==> src/verilog/axi_mem_pkg.sv <==
//////////////////////////////
// widths, memory size and the
// packed axi and memory structs
//////////////////////////////
`default_nettype none

package axi_mem_pkg;

    localparam int unsigned AddrWidth = 12;  // byte address.
    localparam int unsigned DataWidth = 32;
    localparam int unsigned StrbWidth = DataWidth / 8;
    localparam int unsigned IdWidth   = 4;
    localparam int unsigned MemWords  = 256;
    localparam int unsigned BufDepth  = 2;

    localparam int unsigned WordIdxWidth = $clog2(MemWords);
    localparam int unsigned CntWidth     = $clog2(BufDepth + 1);
    localparam int unsigned BufPtrWidth  = (BufDepth > 1) ? $clog2(BufDepth) : 1;

    typedef logic [AddrWidth-1:0]    addr_t;
    typedef logic [DataWidth-1:0]    data_t;
    typedef logic [StrbWidth-1:0]    strb_t;
    typedef logic [IdWidth-1:0]      id_t;
    typedef logic [1:0]              resp_t;
    typedef logic [WordIdxWidth-1:0] word_idx_t;
    typedef logic [CntWidth-1:0]     cnt_t;
    typedef logic [BufPtrWidth-1:0]  buf_ptr_t;

    localparam resp_t RespOkay   = 2'd0;
    localparam resp_t RespSlvErr = 2'd2;

    typedef struct packed {
        addr_t addr;
        id_t   id;
    } ar_chan_t;

    typedef struct packed {
        addr_t addr;
        id_t   id;
    } aw_chan_t;

    typedef struct packed {
        data_t data;
        strb_t strb;
    } w_chan_t;

    typedef struct packed {
        id_t   id;
        data_t data;
        resp_t resp;
    } r_chan_t;

    typedef struct packed {
        id_t   id;
        resp_t resp;
    } b_chan_t;

    // manager side of the port.
    typedef struct packed {
        logic     aw_valid;
        aw_chan_t aw;
        logic     w_valid;
        w_chan_t  w;
        logic     b_ready;
        logic     ar_valid;
        ar_chan_t ar;
        logic     r_ready;
    } axi_req_t;

    typedef struct packed {
        logic    aw_ready;
        logic    w_ready;
        logic    b_valid;
        b_chan_t b;
        logic    ar_ready;
        logic    r_valid;
        r_chan_t r;
    } axi_rsp_t;

    typedef struct packed {
        addr_t addr;
        data_t data;
        strb_t strb;
        logic  write;
    } mem_q_t;

    typedef struct packed {
        logic  valid;
        data_t data;
        logic  err;   // address out of range.
    } mem_p_t;

    typedef struct packed {
        logic   q_valid;
        mem_q_t q;
    } mem_req_t;

    typedef struct packed {
        logic   q_ready;
        mem_p_t p;
    } mem_rsp_t;

endpackage

`default_nettype wire

==> src/verilog/axi_to_mem_adapter.sv <==
//////////////////////////////
// axi single-beat port to memory
// requests, split or shared port
//////////////////////////////
`timescale 1ns/1ps
`default_nettype none

module axi_to_mem_adapter #(
    parameter bit  ReadWrite = 1'b1,
    parameter type axi_req_t = axi_mem_pkg::axi_req_t,
    parameter type axi_rsp_t = axi_mem_pkg::axi_rsp_t,
    parameter type mem_req_t = axi_mem_pkg::mem_req_t,
    parameter type mem_rsp_t = axi_mem_pkg::mem_rsp_t
) (
    input  logic                   clk_i,
    input  logic                   rst_n_i,
    input  axi_req_t               axi_req_i,
    output axi_rsp_t               axi_rsp_o,
    output mem_req_t [ReadWrite:0] mem_req_o,
    input  mem_rsp_t [ReadWrite:0] mem_rsp_i
);

    logic                  rdy_en_q;   // holds readies low for one cycle out of reset.
    logic                  wr_pend;
    logic                  ar_ready;
    logic                  wr_ready;
    logic                  ar_hs;
    logic                  wr_hs;
    logic                  r_push;
    logic                  b_push;
    logic                  r_pop;
    logic                  b_pop;
    logic                  r_valid;
    logic                  b_valid;
    logic                  r_credit;
    logic                  b_credit;
    axi_mem_pkg::r_chan_t  r_in;
    axi_mem_pkg::r_chan_t  r_out;
    axi_mem_pkg::b_chan_t  b_in;
    axi_mem_pkg::b_chan_t  b_out;
    axi_mem_pkg::cnt_t     r_free;
    axi_mem_pkg::cnt_t     b_free;
    axi_mem_pkg::cnt_t     r_cnt_q;    // requests still waiting for p.valid.
    axi_mem_pkg::cnt_t     b_cnt_q;

    assign wr_pend  = axi_req_i.aw_valid && axi_req_i.w_valid;
    assign r_credit = r_free > r_cnt_q;
    assign b_credit = b_free > b_cnt_q;
    assign ar_hs    = axi_req_i.ar_valid && ar_ready;
    assign wr_hs    = wr_pend && wr_ready;

    always_ff @(posedge clk_i) begin
        if (!rst_n_i) begin
            rdy_en_q <= 1'b0;
            r_cnt_q  <= '0;
            b_cnt_q  <= '0;
        end else begin
            rdy_en_q <= 1'b1;
            r_cnt_q  <= r_cnt_q + axi_mem_pkg::cnt_t'(ar_hs) - axi_mem_pkg::cnt_t'(r_push);
            b_cnt_q  <= b_cnt_q + axi_mem_pkg::cnt_t'(wr_hs) - axi_mem_pkg::cnt_t'(b_push);
        end
    end

    if (ReadWrite) begin : gen_split
        // port 0 serves reads, port 1 serves writes.
        axi_mem_pkg::id_t r_id_q;
        axi_mem_pkg::id_t b_id_q;

        assign ar_ready = rdy_en_q && r_credit && mem_rsp_i[0].q_ready;
        assign wr_ready = rdy_en_q && b_credit && mem_rsp_i[1].q_ready && wr_pend;

        assign mem_req_o[0].q_valid = rdy_en_q && r_credit && axi_req_i.ar_valid;
        assign mem_req_o[0].q.addr  = axi_req_i.ar.addr;
        assign mem_req_o[0].q.data  = '0;
        assign mem_req_o[0].q.strb  = '0;
        assign mem_req_o[0].q.write = 1'b0;

        assign mem_req_o[1].q_valid = rdy_en_q && b_credit && wr_pend;
        assign mem_req_o[1].q.addr  = axi_req_i.aw.addr;
        assign mem_req_o[1].q.data  = axi_req_i.w.data;
        assign mem_req_o[1].q.strb  = axi_req_i.w.strb;
        assign mem_req_o[1].q.write = 1'b1;

        // the bank answers after one cycle, so one id per port is enough.
        always_ff @(posedge clk_i) begin
            if (ar_hs) r_id_q <= axi_req_i.ar.id;
            if (wr_hs) b_id_q <= axi_req_i.aw.id;
        end

        assign r_push    = mem_rsp_i[0].p.valid;
        assign r_in.id   = r_id_q;
        assign r_in.data = mem_rsp_i[0].p.data;
        assign r_in.resp = mem_rsp_i[0].p.err ? axi_mem_pkg::RespSlvErr : axi_mem_pkg::RespOkay;

        assign b_push    = mem_rsp_i[1].p.valid;
        assign b_in.id   = b_id_q;
        assign b_in.resp = mem_rsp_i[1].p.err ? axi_mem_pkg::RespSlvErr : axi_mem_pkg::RespOkay;
    end else begin : gen_shared
        typedef struct packed {
            logic             write;
            axi_mem_pkg::id_t id;
        } tag_t;

        logic              wr_go;
        logic              rd_go;
        logic              tag_room;
        logic              tag_valid;
        tag_t              tag_in;
        tag_t              tag_head;
        axi_mem_pkg::cnt_t tag_free;

        assign tag_room = (tag_free != '0);
        assign wr_go    = rdy_en_q && wr_pend && b_credit && tag_room;  // writes first.
        assign rd_go    = rdy_en_q && axi_req_i.ar_valid && r_credit && tag_room && !wr_go;
        assign wr_ready = wr_go && mem_rsp_i[0].q_ready;
        assign ar_ready = rd_go && mem_rsp_i[0].q_ready;

        assign mem_req_o[0].q_valid = wr_go || rd_go;
        assign mem_req_o[0].q.addr  = wr_go ? axi_req_i.aw.addr : axi_req_i.ar.addr;
        assign mem_req_o[0].q.data  = axi_req_i.w.data;
        assign mem_req_o[0].q.strb  = wr_go ? axi_req_i.w.strb : '0;
        assign mem_req_o[0].q.write = wr_go;

        assign tag_in.write = wr_go;
        assign tag_in.id    = wr_go ? axi_req_i.aw.id : axi_req_i.ar.id;

        // order of accepted requests, one entry per request in flight.
        rsp_fifo #(
            .payload_t(tag_t)
        ) i_tag_fifo (
            .clk_i  (clk_i),
            .rst_n_i(rst_n_i),
            .push_i (ar_hs || wr_hs),
            .data_i (tag_in),
            .pop_i  (mem_rsp_i[0].p.valid),
            .data_o (tag_head),
            .valid_o(tag_valid),
            .free_o (tag_free)
        );

        assign r_push    = mem_rsp_i[0].p.valid && tag_valid && !tag_head.write;
        assign b_push    = mem_rsp_i[0].p.valid && tag_valid && tag_head.write;
        assign r_in.id   = tag_head.id;
        assign r_in.data = mem_rsp_i[0].p.data;
        assign r_in.resp = mem_rsp_i[0].p.err ? axi_mem_pkg::RespSlvErr : axi_mem_pkg::RespOkay;
        assign b_in.id   = tag_head.id;
        assign b_in.resp = r_in.resp;
    end

    assign r_pop = r_valid && axi_req_i.r_ready;
    assign b_pop = b_valid && axi_req_i.b_ready;

    rsp_fifo #(
        .payload_t(axi_mem_pkg::r_chan_t)
    ) i_r_fifo (
        .clk_i  (clk_i),
        .rst_n_i(rst_n_i),
        .push_i (r_push),
        .data_i (r_in),
        .pop_i  (r_pop),
        .data_o (r_out),
        .valid_o(r_valid),
        .free_o (r_free)
    );

    rsp_fifo #(
        .payload_t(axi_mem_pkg::b_chan_t)
    ) i_b_fifo (
        .clk_i  (clk_i),
        .rst_n_i(rst_n_i),
        .push_i (b_push),
        .data_i (b_in),
        .pop_i  (b_pop),
        .data_o (b_out),
        .valid_o(b_valid),
        .free_o (b_free)
    );

    assign axi_rsp_o.aw_ready = wr_ready;
    assign axi_rsp_o.w_ready  = wr_ready;  // aw and w are taken together.
    assign axi_rsp_o.b_valid  = b_valid;
    assign axi_rsp_o.b        = b_out;
    assign axi_rsp_o.ar_ready = ar_ready;
    assign axi_rsp_o.r_valid  = r_valid;
    assign axi_rsp_o.r        = r_out;

endmodule

`default_nettype wire

==> src/verilog/rsp_fifo.sv <==
//////////////////////////////
// small synchronous fifo with
// a typed payload and free count
//////////////////////////////
`timescale 1ns/1ps
`default_nettype none

module rsp_fifo #(
    parameter type payload_t = logic
) (
    input  logic              clk_i,
    input  logic              rst_n_i,
    input  logic              push_i,
    input  payload_t          data_i,
    input  logic              pop_i,
    output payload_t          data_o,
    output logic              valid_o,
    output axi_mem_pkg::cnt_t free_o
);

    payload_t                buf_q [axi_mem_pkg::BufDepth];
    axi_mem_pkg::buf_ptr_t   wr_ptr_q;
    axi_mem_pkg::buf_ptr_t   rd_ptr_q;
    axi_mem_pkg::cnt_t       count_q;
    logic                    do_push;
    logic                    do_pop;

    function automatic axi_mem_pkg::buf_ptr_t ptr_next(axi_mem_pkg::buf_ptr_t ptr);
        if (ptr == axi_mem_pkg::buf_ptr_t'(axi_mem_pkg::BufDepth - 1)) begin
            return '0;
        end
        return ptr + 1'b1;
    endfunction

    assign valid_o = (count_q != '0);
    assign free_o  = axi_mem_pkg::cnt_t'(axi_mem_pkg::BufDepth) - count_q;
    assign do_push = push_i && (free_o != '0);  // a push into a full buffer is lost.
    assign do_pop  = pop_i && valid_o;
    assign data_o  = buf_q[rd_ptr_q];

    always_ff @(posedge clk_i) begin
        if (!rst_n_i) begin
            wr_ptr_q <= '0;
            rd_ptr_q <= '0;
            count_q  <= '0;
        end else begin
            if (do_push) wr_ptr_q <= ptr_next(wr_ptr_q);
            if (do_pop) rd_ptr_q <= ptr_next(rd_ptr_q);
            count_q <= count_q + axi_mem_pkg::cnt_t'(do_push) - axi_mem_pkg::cnt_t'(do_pop);
        end
    end

    always_ff @(posedge clk_i) begin
        if (do_push) begin
            buf_q[wr_ptr_q] <= data_i;
        end
    end

endmodule

`default_nettype wire
==> config.mk <==
export PLATFORM = sky130hd
export DESIGN_NAME = axi_to_mem_adapter
export DESIGN_NICKNAME = d
export VERILOG_FILES = /design/src/verilog/axi_mem_pkg.sv /design/src/verilog/axi_to_mem_adapter.sv /design/src/verilog/rsp_fifo.sv
export SDC_FILE = /design/constraint.sdc
export NUM_CORES = 1
export LEC_CHECK = 0
export ABC_AREA = 1
export BUFFER_PORTS_ARGS = -buffer_cell sky130_fd_sc_hd__buf_2
export CAP_MARGIN = 20
export CORE_UTILIZATION = 29
export DETAILED_ROUTE_END_ITERATION = 7
export GPL_TIMING_DRIVEN = 0
export PLACE_DENSITY = 0.68
export SLEW_MARGIN = 10
export SYNTH_ARGS = -nofsm -noshare
export SYNTH_HDL_FRONTEND = slang
export SYNTH_SLANG_ARGS = --single-unit
==> constraint.sdc <==
create_clock -name clk_i -period 3.8 [get_ports clk_i]
set_input_delay 0.19 -clock clk_i [delete_from_list [all_inputs] [get_ports clk_i]]
set_output_delay 0.19 -clock clk_i [all_outputs]
set_load 0.005 [all_outputs]
==> flow_summary.toml, run 1 <==
[setup_path]
r2r_setup_slack_ps = 1380
max_stage_delay_ps = 500
crit_top_cell = "inv_1"
critical_path.endpoint_type = "output pin"
r2r-start = "i_b_fifo.count_q[1]$_SDFF_PN0_"
path_cells = "inv_1, ha_1, inv_1, ha_1, nand2_1, inv_1, nor2_1, nand2_1, nor2_1, buf_4, buf_2"
critPathRequiredTime_ps = 3610
path_class = "register to output pin"
startpoint = "i_b_fifo.count_q[1]$_SDFF_PN0_"
worst_setup_path_start_kind = "register"
arrival_ps = 2440
path_max_fanout = 7
cp_slowest_cell = "nor2_1"
worstReg2RegEnd = "b_cnt_q[1]$_SDFF_PN0_"
rr_worst_depth = 15

[pwr]
p_per_area_nw_per_um2 = 530.4
peakVddDrop_v = 0.0002158
p_leak_uw = 0.003207

[clock_network]
htreeDepth = 3
cts-buffers-inserted = 9
root_buffer = "clkbuf_16"
path_clk_slew_ps = 80
hold_buffers = 1
clkLatencyLatePin_ps = 340
cts_tree = "yes"
cts_setup_buffers = 0
cts_resized = 0
cts_buffer_depth = 2
cts_num_sinks = 107

[placement]
post-place-ws_ps = 1296
hpwl_mm = 8.160
portBuffers = 161
dpl_cell_area_um2 = 6446
dp_cells = 811
routabilityCongestion = 0.6879

[synthesis]
synth-simple-area-share_pct = 4.303
synth_mux_area_share_pct = 11.38
synth_seq_cells = 107
syn_area_um2 = 5146
postSynthCellCount = 385
yosys.area.top_type = "edfxtp_1"
yosys-top-cells-area = "edfxtp_1 54%, buf_4 15%, mux2_4 8.8%"
ys_seq_area_share_pct = 59.52
yosysWarnings = 0
synth_cell_types = 17
synth_top_family_by_area = "buffers and inverters"
synth_compound_area_share_pct = 0.8266
syn_area_per_cell_um2 = 13.37
synth-xor-area-share_pct = 0
synth_top_area_share_pct = 53.68
synthAdderAreaFrac_pct = 3.890

[drt]
vias = 3153
drc = 0
drtAntennaViolNets = 0
first_iter_violations = 123
drt_wl_total_mm = 9.885
via_per_inst = 3.808
firstDrtPassIters = 4
post_drt_wl_per_cell_um = 11.94

[cells_and_area]
multi_input_area_um2 = 1215
fin_nets = 759
final_common_cell = "buf_2"
layout-drive-gt1-share_pct = 55.22
layout_common_cells = "162 x buf_2, 105 x buf_4, 92 x edfxtp_1"
instances_no_fill = 828
diodes = 0
seq_area_um2 = 3063
syn_to_final_growth_pct = 31.27
fin_util_pct = 39.06
finalInstanceArea_um2 = 6755
nFillCells = 1680

[timing]
slew_headroom_pct = 56.53
finalCritPeriodShare_pct = 69.16
slew_viol_final = 0
tns_ps = 0
rsz0062_at_grt = "false"
setup_ws_ps = 1172
worst_pin_slew_ps = 649.6
setup_viol = 0
hold_violations = 0
fmax_mhz = 380.5
fin_crit_ps = 2628
fin_skew_ps = 10.99

[grt]
overflow = 0
grt_usage_pct = 10.45
grt_pass1_wl_mm = 14.10
grt_pass1_vias = 2879
antenna_found_initial = 0
grt_max_degree = 20

[status]
status = "finished clean"

[floorplanning]
initial_core_util_pct = 29.75
pin_count = 294
die_y_um = 135.2
core_area_um2 = 17300
fp.dieArea_um2 = 18280
rows = 48
die_w_um = 135.2

[worst_hold_path]
hold_class = "input pin to register"
hold_end = "gen_split.b_id_q[1]$_DFFE_PP_"
hold_start = "axi_req_i[57]"
whs_path_depth = 1

[job]
maxCapViolations = 0
[metrics by stage]
step                power, uW  hold slack (ps)
finish                   3583            20.76
global placement         2653            360.9
floorplan                2312            217.7
global route             3808            1.567
detailed placement       2703            363.2
CTS                      3641            4.843
[power breakdown]
group / internal [uW] / switching (uW) / leakage (uW)
Combinational: 608 / 497 / 0.00208
Sequential: 1490 / 60.7 / 0.000981
Clock: 516 / 416 / 0.000147
Total: 2610 / 973 / 0.00321
[routing by layer]
metal | GRT usage (%) | part of all wire, % | up-vias
li1 | - | - | 1562
met4 | 4.120 | 1.6 | 0
met1 | 10.37 | 36 | 1401
met5 | 0 | 0 | -
met3 | 3.479 | 9.9 | 14
met2 | 19.80 | 53 | 176
[worst max-delay path by stage]
stage / to / slack [ps] / cells past startpoint
final: axi_rsp_o[48] / 1170 / 11
after global routing: axi_rsp_o[47] / 920 / 11
after CTS: axi_rsp_o[48] / 1070 / 11
after detailed placement: b_cnt_q[1]$_SDFF_PN0_ / 1300 / 13
after global placement: i_r_fifo.buf_q[1][3]$_DFFE_PP_ / 170 / 5
after floorplan: i_r_fifo.buf_q[0][10]$_DFFE_PP_ / 1140 / 5
[cells by family after synthesis]
kind of cell | count (synthesis)
fa+ha+maj | 16
simple gates | 57
mux | 42
flops | 107
compound gates | 8
other cells | 2
buf+inv | 153
[worst max-delay path: cells and delay by family (launching register included)]
kind,cells,cell delay [ps]
buffers and inverters,5,440
adder cells (fa/ha/maj),2,530
AND/OR/NAND/NOR,4,730
flip-flops,1,380
[synth_stat cells]
| cell type | count |
|---|---|
| buf_12 | 3 |
| o21bai_1 | 1 |
| o21ai_0 | 2 |
| ha_1 | 16 |
| nand2_1 | 27 |
| mux2_4 | 30 |
| mux2_2 | 12 |
| nand3_1 | 6 |
| conb_1 | 2 |
| nor2_1 | 24 |
| a21oi_1 | 5 |
| buf_6 | 1 |
| inv_1 | 43 |
| buf_2 | 1 |
| edfxtp_1 | 92 |
| buf_4 | 105 |
| dfxtp_1 | 15 |
[registers in the layout, indices dropped and copies added (netlist names), named ones only]
signal / cells
i_b_fifo.buf_q: 10
i_r_fifo.wr_ptr_q: 1
gen_split.b_id_q: 4
gen_split.r_id_q: 4
r_cnt_q: 2
i_b_fifo.wr_ptr_q: 1
b_cnt_q: 2
i_r_fifo.buf_q: 74
rdy_en_q: 1
i_b_fifo.rd_ptr_q: 1
i_b_fifo.count_q: 2
i_r_fifo.rd_ptr_q: 1
i_r_fifo.count_q: 2
[cell type report]
cell class | instances | share of cell area (%)
Sequential cell | 107 | 45.34
Buffer | 110 | 12.80
Tap cell | 225 | 4.167
Clock inverter | 7 | 1.093
Timing Repair Buffer | 164 | 12.89
Clock buffer | 9 | 3.334
Inverter | 43 | 2.389
Multi-Input combinational cell | 163 | 17.98
Note: power is estimated with default switching activity, not from simulation.
==> inputs of run 2 (changes only) <==
--- a/config.mk
+++ b/config.mk
@@ -5,7 +5,7 @@
 export SDC_FILE = /design/constraint.sdc
 export NUM_CORES = 1
 export LEC_CHECK = 0
-export ABC_AREA = 1
+export ABC_AREA = 0
 export BUFFER_PORTS_ARGS = -buffer_cell sky130_fd_sc_hd__buf_2
 export CAP_MARGIN = 20
 export CORE_UTILIZATION = 29
==> constraint.sdc (replaced) <==
create_clock -name clk_i -period 2.7 [get_ports clk_i]
set_input_delay 0.135 -clock clk_i [delete_from_list [all_inputs] [get_ports clk_i]]
set_output_delay 0.135 -clock clk_i [all_outputs]
set_load 0.005 [all_outputs]
==> run 2 against run 1 <==
  * Global-route usage is 0.41 points higher
  * Clock skew fell by 4.7 ps
  * Clock power rose by 62%
  * Clock-buffer cell count unchanged
  * Final area up 6.2%
  * Worst hold slack better by 200 ps
  * Critical path type is now register to register
==> flow_summary.toml, run 2 <==
[status]
status = "finished clean"

[pwr]
p_per_area_nw_per_um2 = 765.7
p_leak_uw = 0.003255
p_total_uw = 5496
peakVddDrop_v = 0.0004309

[cells_and_area]
final_common_cell = "buf_2"
layout-drive-gt1-share_pct = 56.07
reg.largest.list = "i_r_fifo.buf_q: 74 flops, i_b_fifo.buf_q: 10 flops"
syn_to_final_growth_pct = 40.38
largest_register_ffs = 74
layout_common_cells = "161 x buf_2, 105 x buf_4, 92 x edfxtp_1"
fin_nets = 757
top_register = "i_r_fifo.buf_q"
instances_no_fill = 826
diodes = 0

[setup_path]
rr_worst_depth = 10
worstReg2RegEnd = "r_cnt_q[1]$_SDFF_PN0_"
path_max_fanout = 5
arrival_ps = 2760
cp_slowest_cell = "a2111oi_4"
path_cells = "inv_1, ha_1, inv_1, ha_1, a21oi_2, a2111oi_4, ha_1, xnor2_1, xnor2_1, and2_1"
path_class = "register to register"
path_buf_inv = 2
critPathRequiredTime_ps = 2950
crit_top_cell = "ha_1"
cp_top_family = "adder cells"
r2r_setup_slack_ps = 180
critical_path.endpoint_type = "register"
max_stage_delay_ps = 560
r2r-start = "i_r_fifo.count_q[0]$_SDFF_PN0_"
worst_setup_path_start_kind = "register"

[synthesis]
synth_seq_cells = 107
ys_seq_area_share_pct = 59.91
yosys.area.top_type = "edfxtp_1"
postSynthCellCount = 341
yosys-top-cells-area = "edfxtp_1 54%, buf_4 15%, mux2_4 8.8%"
syn_area_um2 = 5112
yosysWarnings = 0
synth_edf_count = 92
syn_area_per_cell_um2 = 14.99
synth_cell_types = 25
synth_most_common_cell = "buf_4"
synth-main-ff-cell = "edfxtp_1"
synth_top_area_share_pct = 54.04
postSynth.asyncResetShare_pct = 0
netlist_top_cells_count = "105 x buf_4, 92 x edfxtp_1, 30 x mux2_4, 18 x inv_1, 16 x ha_1"

[clock_network]
htreeDepth = 3
cts-buffers-inserted = 9
clkLatencyLatePin_ps = 350
cts_tree = "yes"
cts_num_sinks = 107
root_buffer = "clkbuf_16"
cts_buffer_depth = 2
path_clk_slew_ps = 70

[placement]
hpwl_mm = 7.462
portBuffers = 161
post-place-ws_ps = -52.46
routabilityCongestion = 0.6850
dp_cells = 767

[timing]
rsz0062_at_grt = "false"
finalCritPeriodShare_pct = 93.18
slew_viol_final = 0
worst_pin_slew_ps = 536.9
slew_headroom_pct = 64.21
setup_ws_ps = 184.0
fin_skew_ps = 6.279
hold_violations = 0
setup_viol = 0
fin_crit_ps = 2516
fmax_mhz = 397.5

[grt]
overflow = 0
grt_pass1_vias = 2959
grt_usage_pct = 10.86
grt_pass1_wl_mm = 14.90
antenna_found_initial = 0
grt_max_degree = 28

[worst_hold_path]
whs_path_depth = 3
hold_class = "input pin to register"
hold_end = "gen_split.b_id_q[3]$_DFFE_PP_"
hold_start = "mem_rsp_i[69]"

[job]
maxCapViolations = 0

[floorplanning]
rows = 48
pin_count = 294
die_y_um = 134.8
die_w_um = 134.8
fp.dieArea_um2 = 18160
initial_core_util_pct = 29.66
core_area_um2 = 17240

[drt]
drtAntennaViolNets = 0
drc = 0
met2RoutedLength_mm = 4.825
top_layer_used = "met4"
wl_met3_um = 872
firstDrtPassIters = 4
wl_met1_mm = 4.045
via_per_inst = 3.757
post_drt_wl_per_cell_um = 11.98
vias = 3103
drt_wl_total_mm = 9.895
first_iter_violations = 102
## run 2: cell families after synthesis
logic type,count (synthesis),share of synthesized area [%]
xor+xnor,10,1.713
compound gates,8,1.321
fa+ha+maj,16,3.916
mux,42,11.45
other cells,2,0.1469
buf+inv,128,18.21
simple gates,28,3.328
flops,107,59.91
## run 2: tightest hold or removal path, cell delays in order
cell	delay (ps)
buf_2	110
nand2_1	60
nor2_2	80
## run 2: layout make-up
class                      instances  area (um^2)
fill                            1602        10060
sequential                       107         3063
multi-input combinational        144         1279
timing repair buffer             206         1276
buffer                           110        863.3
tap                              225        281.5
clock buffer                       9        225.2
clock inverter                     7        121.4
inverter                          18        67.56
## run 2: per-layer routing
metal	global-route usage, %	up-vias
li1	-	1539
met1	12.82	1386
met2	18.36	168
met3	3.153	10
met4	4.682	0
met5	0	-
## run 2: where the power goes
part | total (uW) | internal, uW | switching (uW) | leakage, uW
clock | 1510 | 913 | 597 | 0.000170
combinational | 1820 | 1020 | 803 | 0.00210
sequential | 2160 | 2080 | 83.0 | 0.000981
## run 2: worst max-delay path by stage
stage	from	end	slack (ps)	cells after the start
4_1_cts	i_b_fifo.count_q[1]$_SDFF_PN0_	axi_rsp_o[48]	60	9
3_3_place_gp	i_r_fifo.count_q[0]$_SDFF_PN0_	r_cnt_q[1]$_SDFF_PN0_	-8	10
5_1_grt	i_r_fifo.count_q[0]$_SDFF_PN0_	r_cnt_q[1]$_SDFF_PN0_	20	10
3_5_place_dp	i_r_fifo.count_q[0]$_SDFF_PN0_	r_cnt_q[1]$_SDFF_PN0_	-50	10
2_1_floorplan	i_r_fifo.count_q[1]$_SDFF_PN0_	r_cnt_q[1]$_SDFF_PN0_	340	10
6_report	i_r_fifo.count_q[0]$_SDFF_PN0_	r_cnt_q[1]$_SDFF_PN0_	180	10
## run 2: timing repair
action / in CTS / in global routing
resized for setup: 1 / 1
hold endpoints to repair: 77 / 0
buffers inserted: 0 / 0
hold buffers: 43 / 0
setup endpoints to repair: 1 / 2
## run 2: stage by stage
stage	hold slack [ps]	utilization (%)	TNS [ps]	instance area (um^2)
after detailed placement	313.2	37.04	-52.46	6385
after global routing	223.9	41.64	0	7177
final	220.0	41.64	0	7177
after CTS	204.3	41.62	0	7174
after floorplan	162.7	-	0	5255
after global placement	313.6	36.80	-7.775	6342
==> inputs of run 3 (changes only) <==
==> constraint.sdc (replaced) <==
create_clock -name clk_i -period 2.7 [get_ports clk_i]
set_input_delay 0.27 -clock clk_i [delete_from_list [all_inputs] [get_ports clk_i]]
set_output_delay 0.27 -clock clk_i [all_outputs]
set_load 0.005 [all_outputs]
==> run 3 against run 2 <==
  * Final area down 6.0%
  * Maximum frequency down 0.37%
  * Power down 0.93%
  * Worst hold slack worse by 130 ps
  * Die area unchanged
  * Core utilization down 2.5 points
  * Wire length down 3.1%
  * Cell count down 5.2%
  * First-iteration DRC count up 2.9%
==> flow_summary.toml, run 3 (synthesis gave the netlist of run 2 again) <==
[pwr]
peakVddDrop_v = 0.0004300
p_per_area_nw_per_um2 = 807.0
switching_power_uw = 1472
p_clk_share_pct = 27.8
p_int_uw = 3972
p_leak_uw = 0.003075
power_frac_seq_pct = 39.7
pwr-share-comb_pct = 32.6
sw_frac_of_total_pct = 27.04

[clock_network]
path_clk_slew_ps = 70
cts_tree = "yes"
cts_num_sinks = 107
clkLatencyLatePin_ps = 350
cts_buffer_depth = 2
root_buffer = "clkbuf_16"
htreeDepth = 3
hold_buffers = 0
cts-buffers-inserted = 9

[floorplanning]
pin_count = 294
core_area_um2 = 17240
rows = 48
die_y_um = 134.8
fp.dieArea_um2 = 18160
die_w_um = 134.8
initial_core_util_pct = 29.66

[placement]
routabilityCongestion = 0.6850
hpwl_mm = 7.462
portBuffers = 161

[setup_path]
worst_setup_path_start_kind = "register"
arrival_ps = 2260
path_max_fanout = 7
path_class = "register to output pin"
critPathRequiredTime_ps = 2430
critical_path.endpoint_type = "output pin"

[drt]
drt_wl_total_mm = 9.593
vias = 2954
post_drt_wl_per_cell_um = 12.25
via_per_inst = 3.773
firstDrtPassIters = 4
first_iter_violations = 105
drtAntennaViolNets = 0
drc = 0

[grt]
antenna_found_initial = 0
grt_max_degree = 28
overflow = 0
grt_pass1_wl_mm = 14.31
grt_usage_pct = 10.53
grt_pass1_vias = 2758

[cells_and_area]
layout-drive-gt1-share_pct = 60.39
diodes = 0
reg.largest.list = "i_r_fifo.buf_q: 74 flops, i_b_fifo.buf_q: 10 flops"
final_common_cell = "buf_2"
fin_util_pct = 39.14
top_register = "i_r_fifo.buf_q"
largest_register_ffs = 74
nFillCells = 1628
layout_common_cells = "161 x buf_2, 105 x buf_4, 92 x edfxtp_1"
syn_to_final_growth_pct = 31.96
fin_nets = 714

[timing]
finalCritPeriodShare_pct = 93.53
rsz0062_at_grt = "false"
fin_crit_ps = 2525
fmax_mhz = 396.0
setup_viol = 0
slew_headroom_pct = 64.38
hold_violations = 0
worst_pin_slew_ps = 534.3
fin_skew_ps = 6.113
hold_ws_ps = 93.35
slew_viol_final = 0

[job]
maxCapViolations = 0

[worst_hold_path]
hold_class = "input pin to register"

[status]
status = "finished clean"
run 3: critical path, cell delays in order (launching register included):
cell	delay, ps
dfxtp_1	380
inv_1	60
ha_1	260
inv_1	40
ha_1	290
nor2b_1	130
o2111ai_1	150
nor2_2	340
buf_4	170
buf_2	100
run 3: cell type report:
class                   count  area, um^2  area share, %
clock inverters             7       121.4          1.799
inverters                  18       67.56          1.001
repair buffers            163       845.8          12.54
flip-flops and latches    107        3063          45.40
plain buffers             110       863.3          12.80
well taps                 225       281.5          4.173
clock buffers               9       225.2          3.338
multi-input cells         144        1279          18.95
run 3: worst paths after layout:
path / startpoint / endpoint / slack (ps) / depth (start not counted)
worst min register to register: gen_split.r_id_q[0]$_DFFE_PP_ / i_r_fifo.buf_q[0][34]$_DFFE_PP_ / 440 / 0
worst min-delay path: axi_req_i[59] / gen_split.b_id_q[3]$_DFFE_PP_ / 90 / 1
worst max-delay path: i_b_fifo.count_q[1]$_SDFF_PN0_ / axi_rsp_o[47] / 170 / 9
worst max register to register: i_r_fifo.count_q[0]$_SDFF_PN0_ / r_cnt_q[1]$_SDFF_PN0_ / 190 / 10
run 3: repair_timing:
item	CTS	global route
setup buffers	0	0
resized for setup	2	0
setup endpoints to repair	3	0
run 3: power by group through the flow:
stage          combinational (uW)  clock (uW)  sequential [uW]
3_3_place_gp                 1720           0             2200
3_5_place_dp                 1770           0             2200
6_report                     1770        1510             2160
5_1_grt                      1980        1630             2180
2_1_floorplan                1230           0             2180
4_1_cts                      1810        1560             2160
run 3: stage by stage:
| stage | setup WS, ps | std cells | instance area [um^2] | power (uW) | TNS, ps |
|---|---|---|---|---|---|
| 6_report | 174.6 | 783 | 6746 | 5444 | 0 |
| 5_1_grt | 8.842 | 783 | 6746 | 5796 | 0 |
| 4_1_cts | 95.50 | 783 | 6746 | 5532 | 0 |
| 3_5_place_dp | -52.46 | 767 | 6385 | 3975 | -52.46 |
| 3_3_place_gp | -7.775 | 765 | 6342 | 3925 | -7.775 |
| 2_1_floorplan | 344.7 | 379 | 5255 | 3407 | 0 |
run 3: routing by layer:
layer  wire length, um  share of wire (%)  track usage [%]  vias up
li1                  -                  -                -     1454
met1              3867                 40            12.24     1324
met2              4618                 48            17.53      166
met3               955                 10            3.604       10
met4               152                1.6            4.682        0
met5                 0                  0                0        -
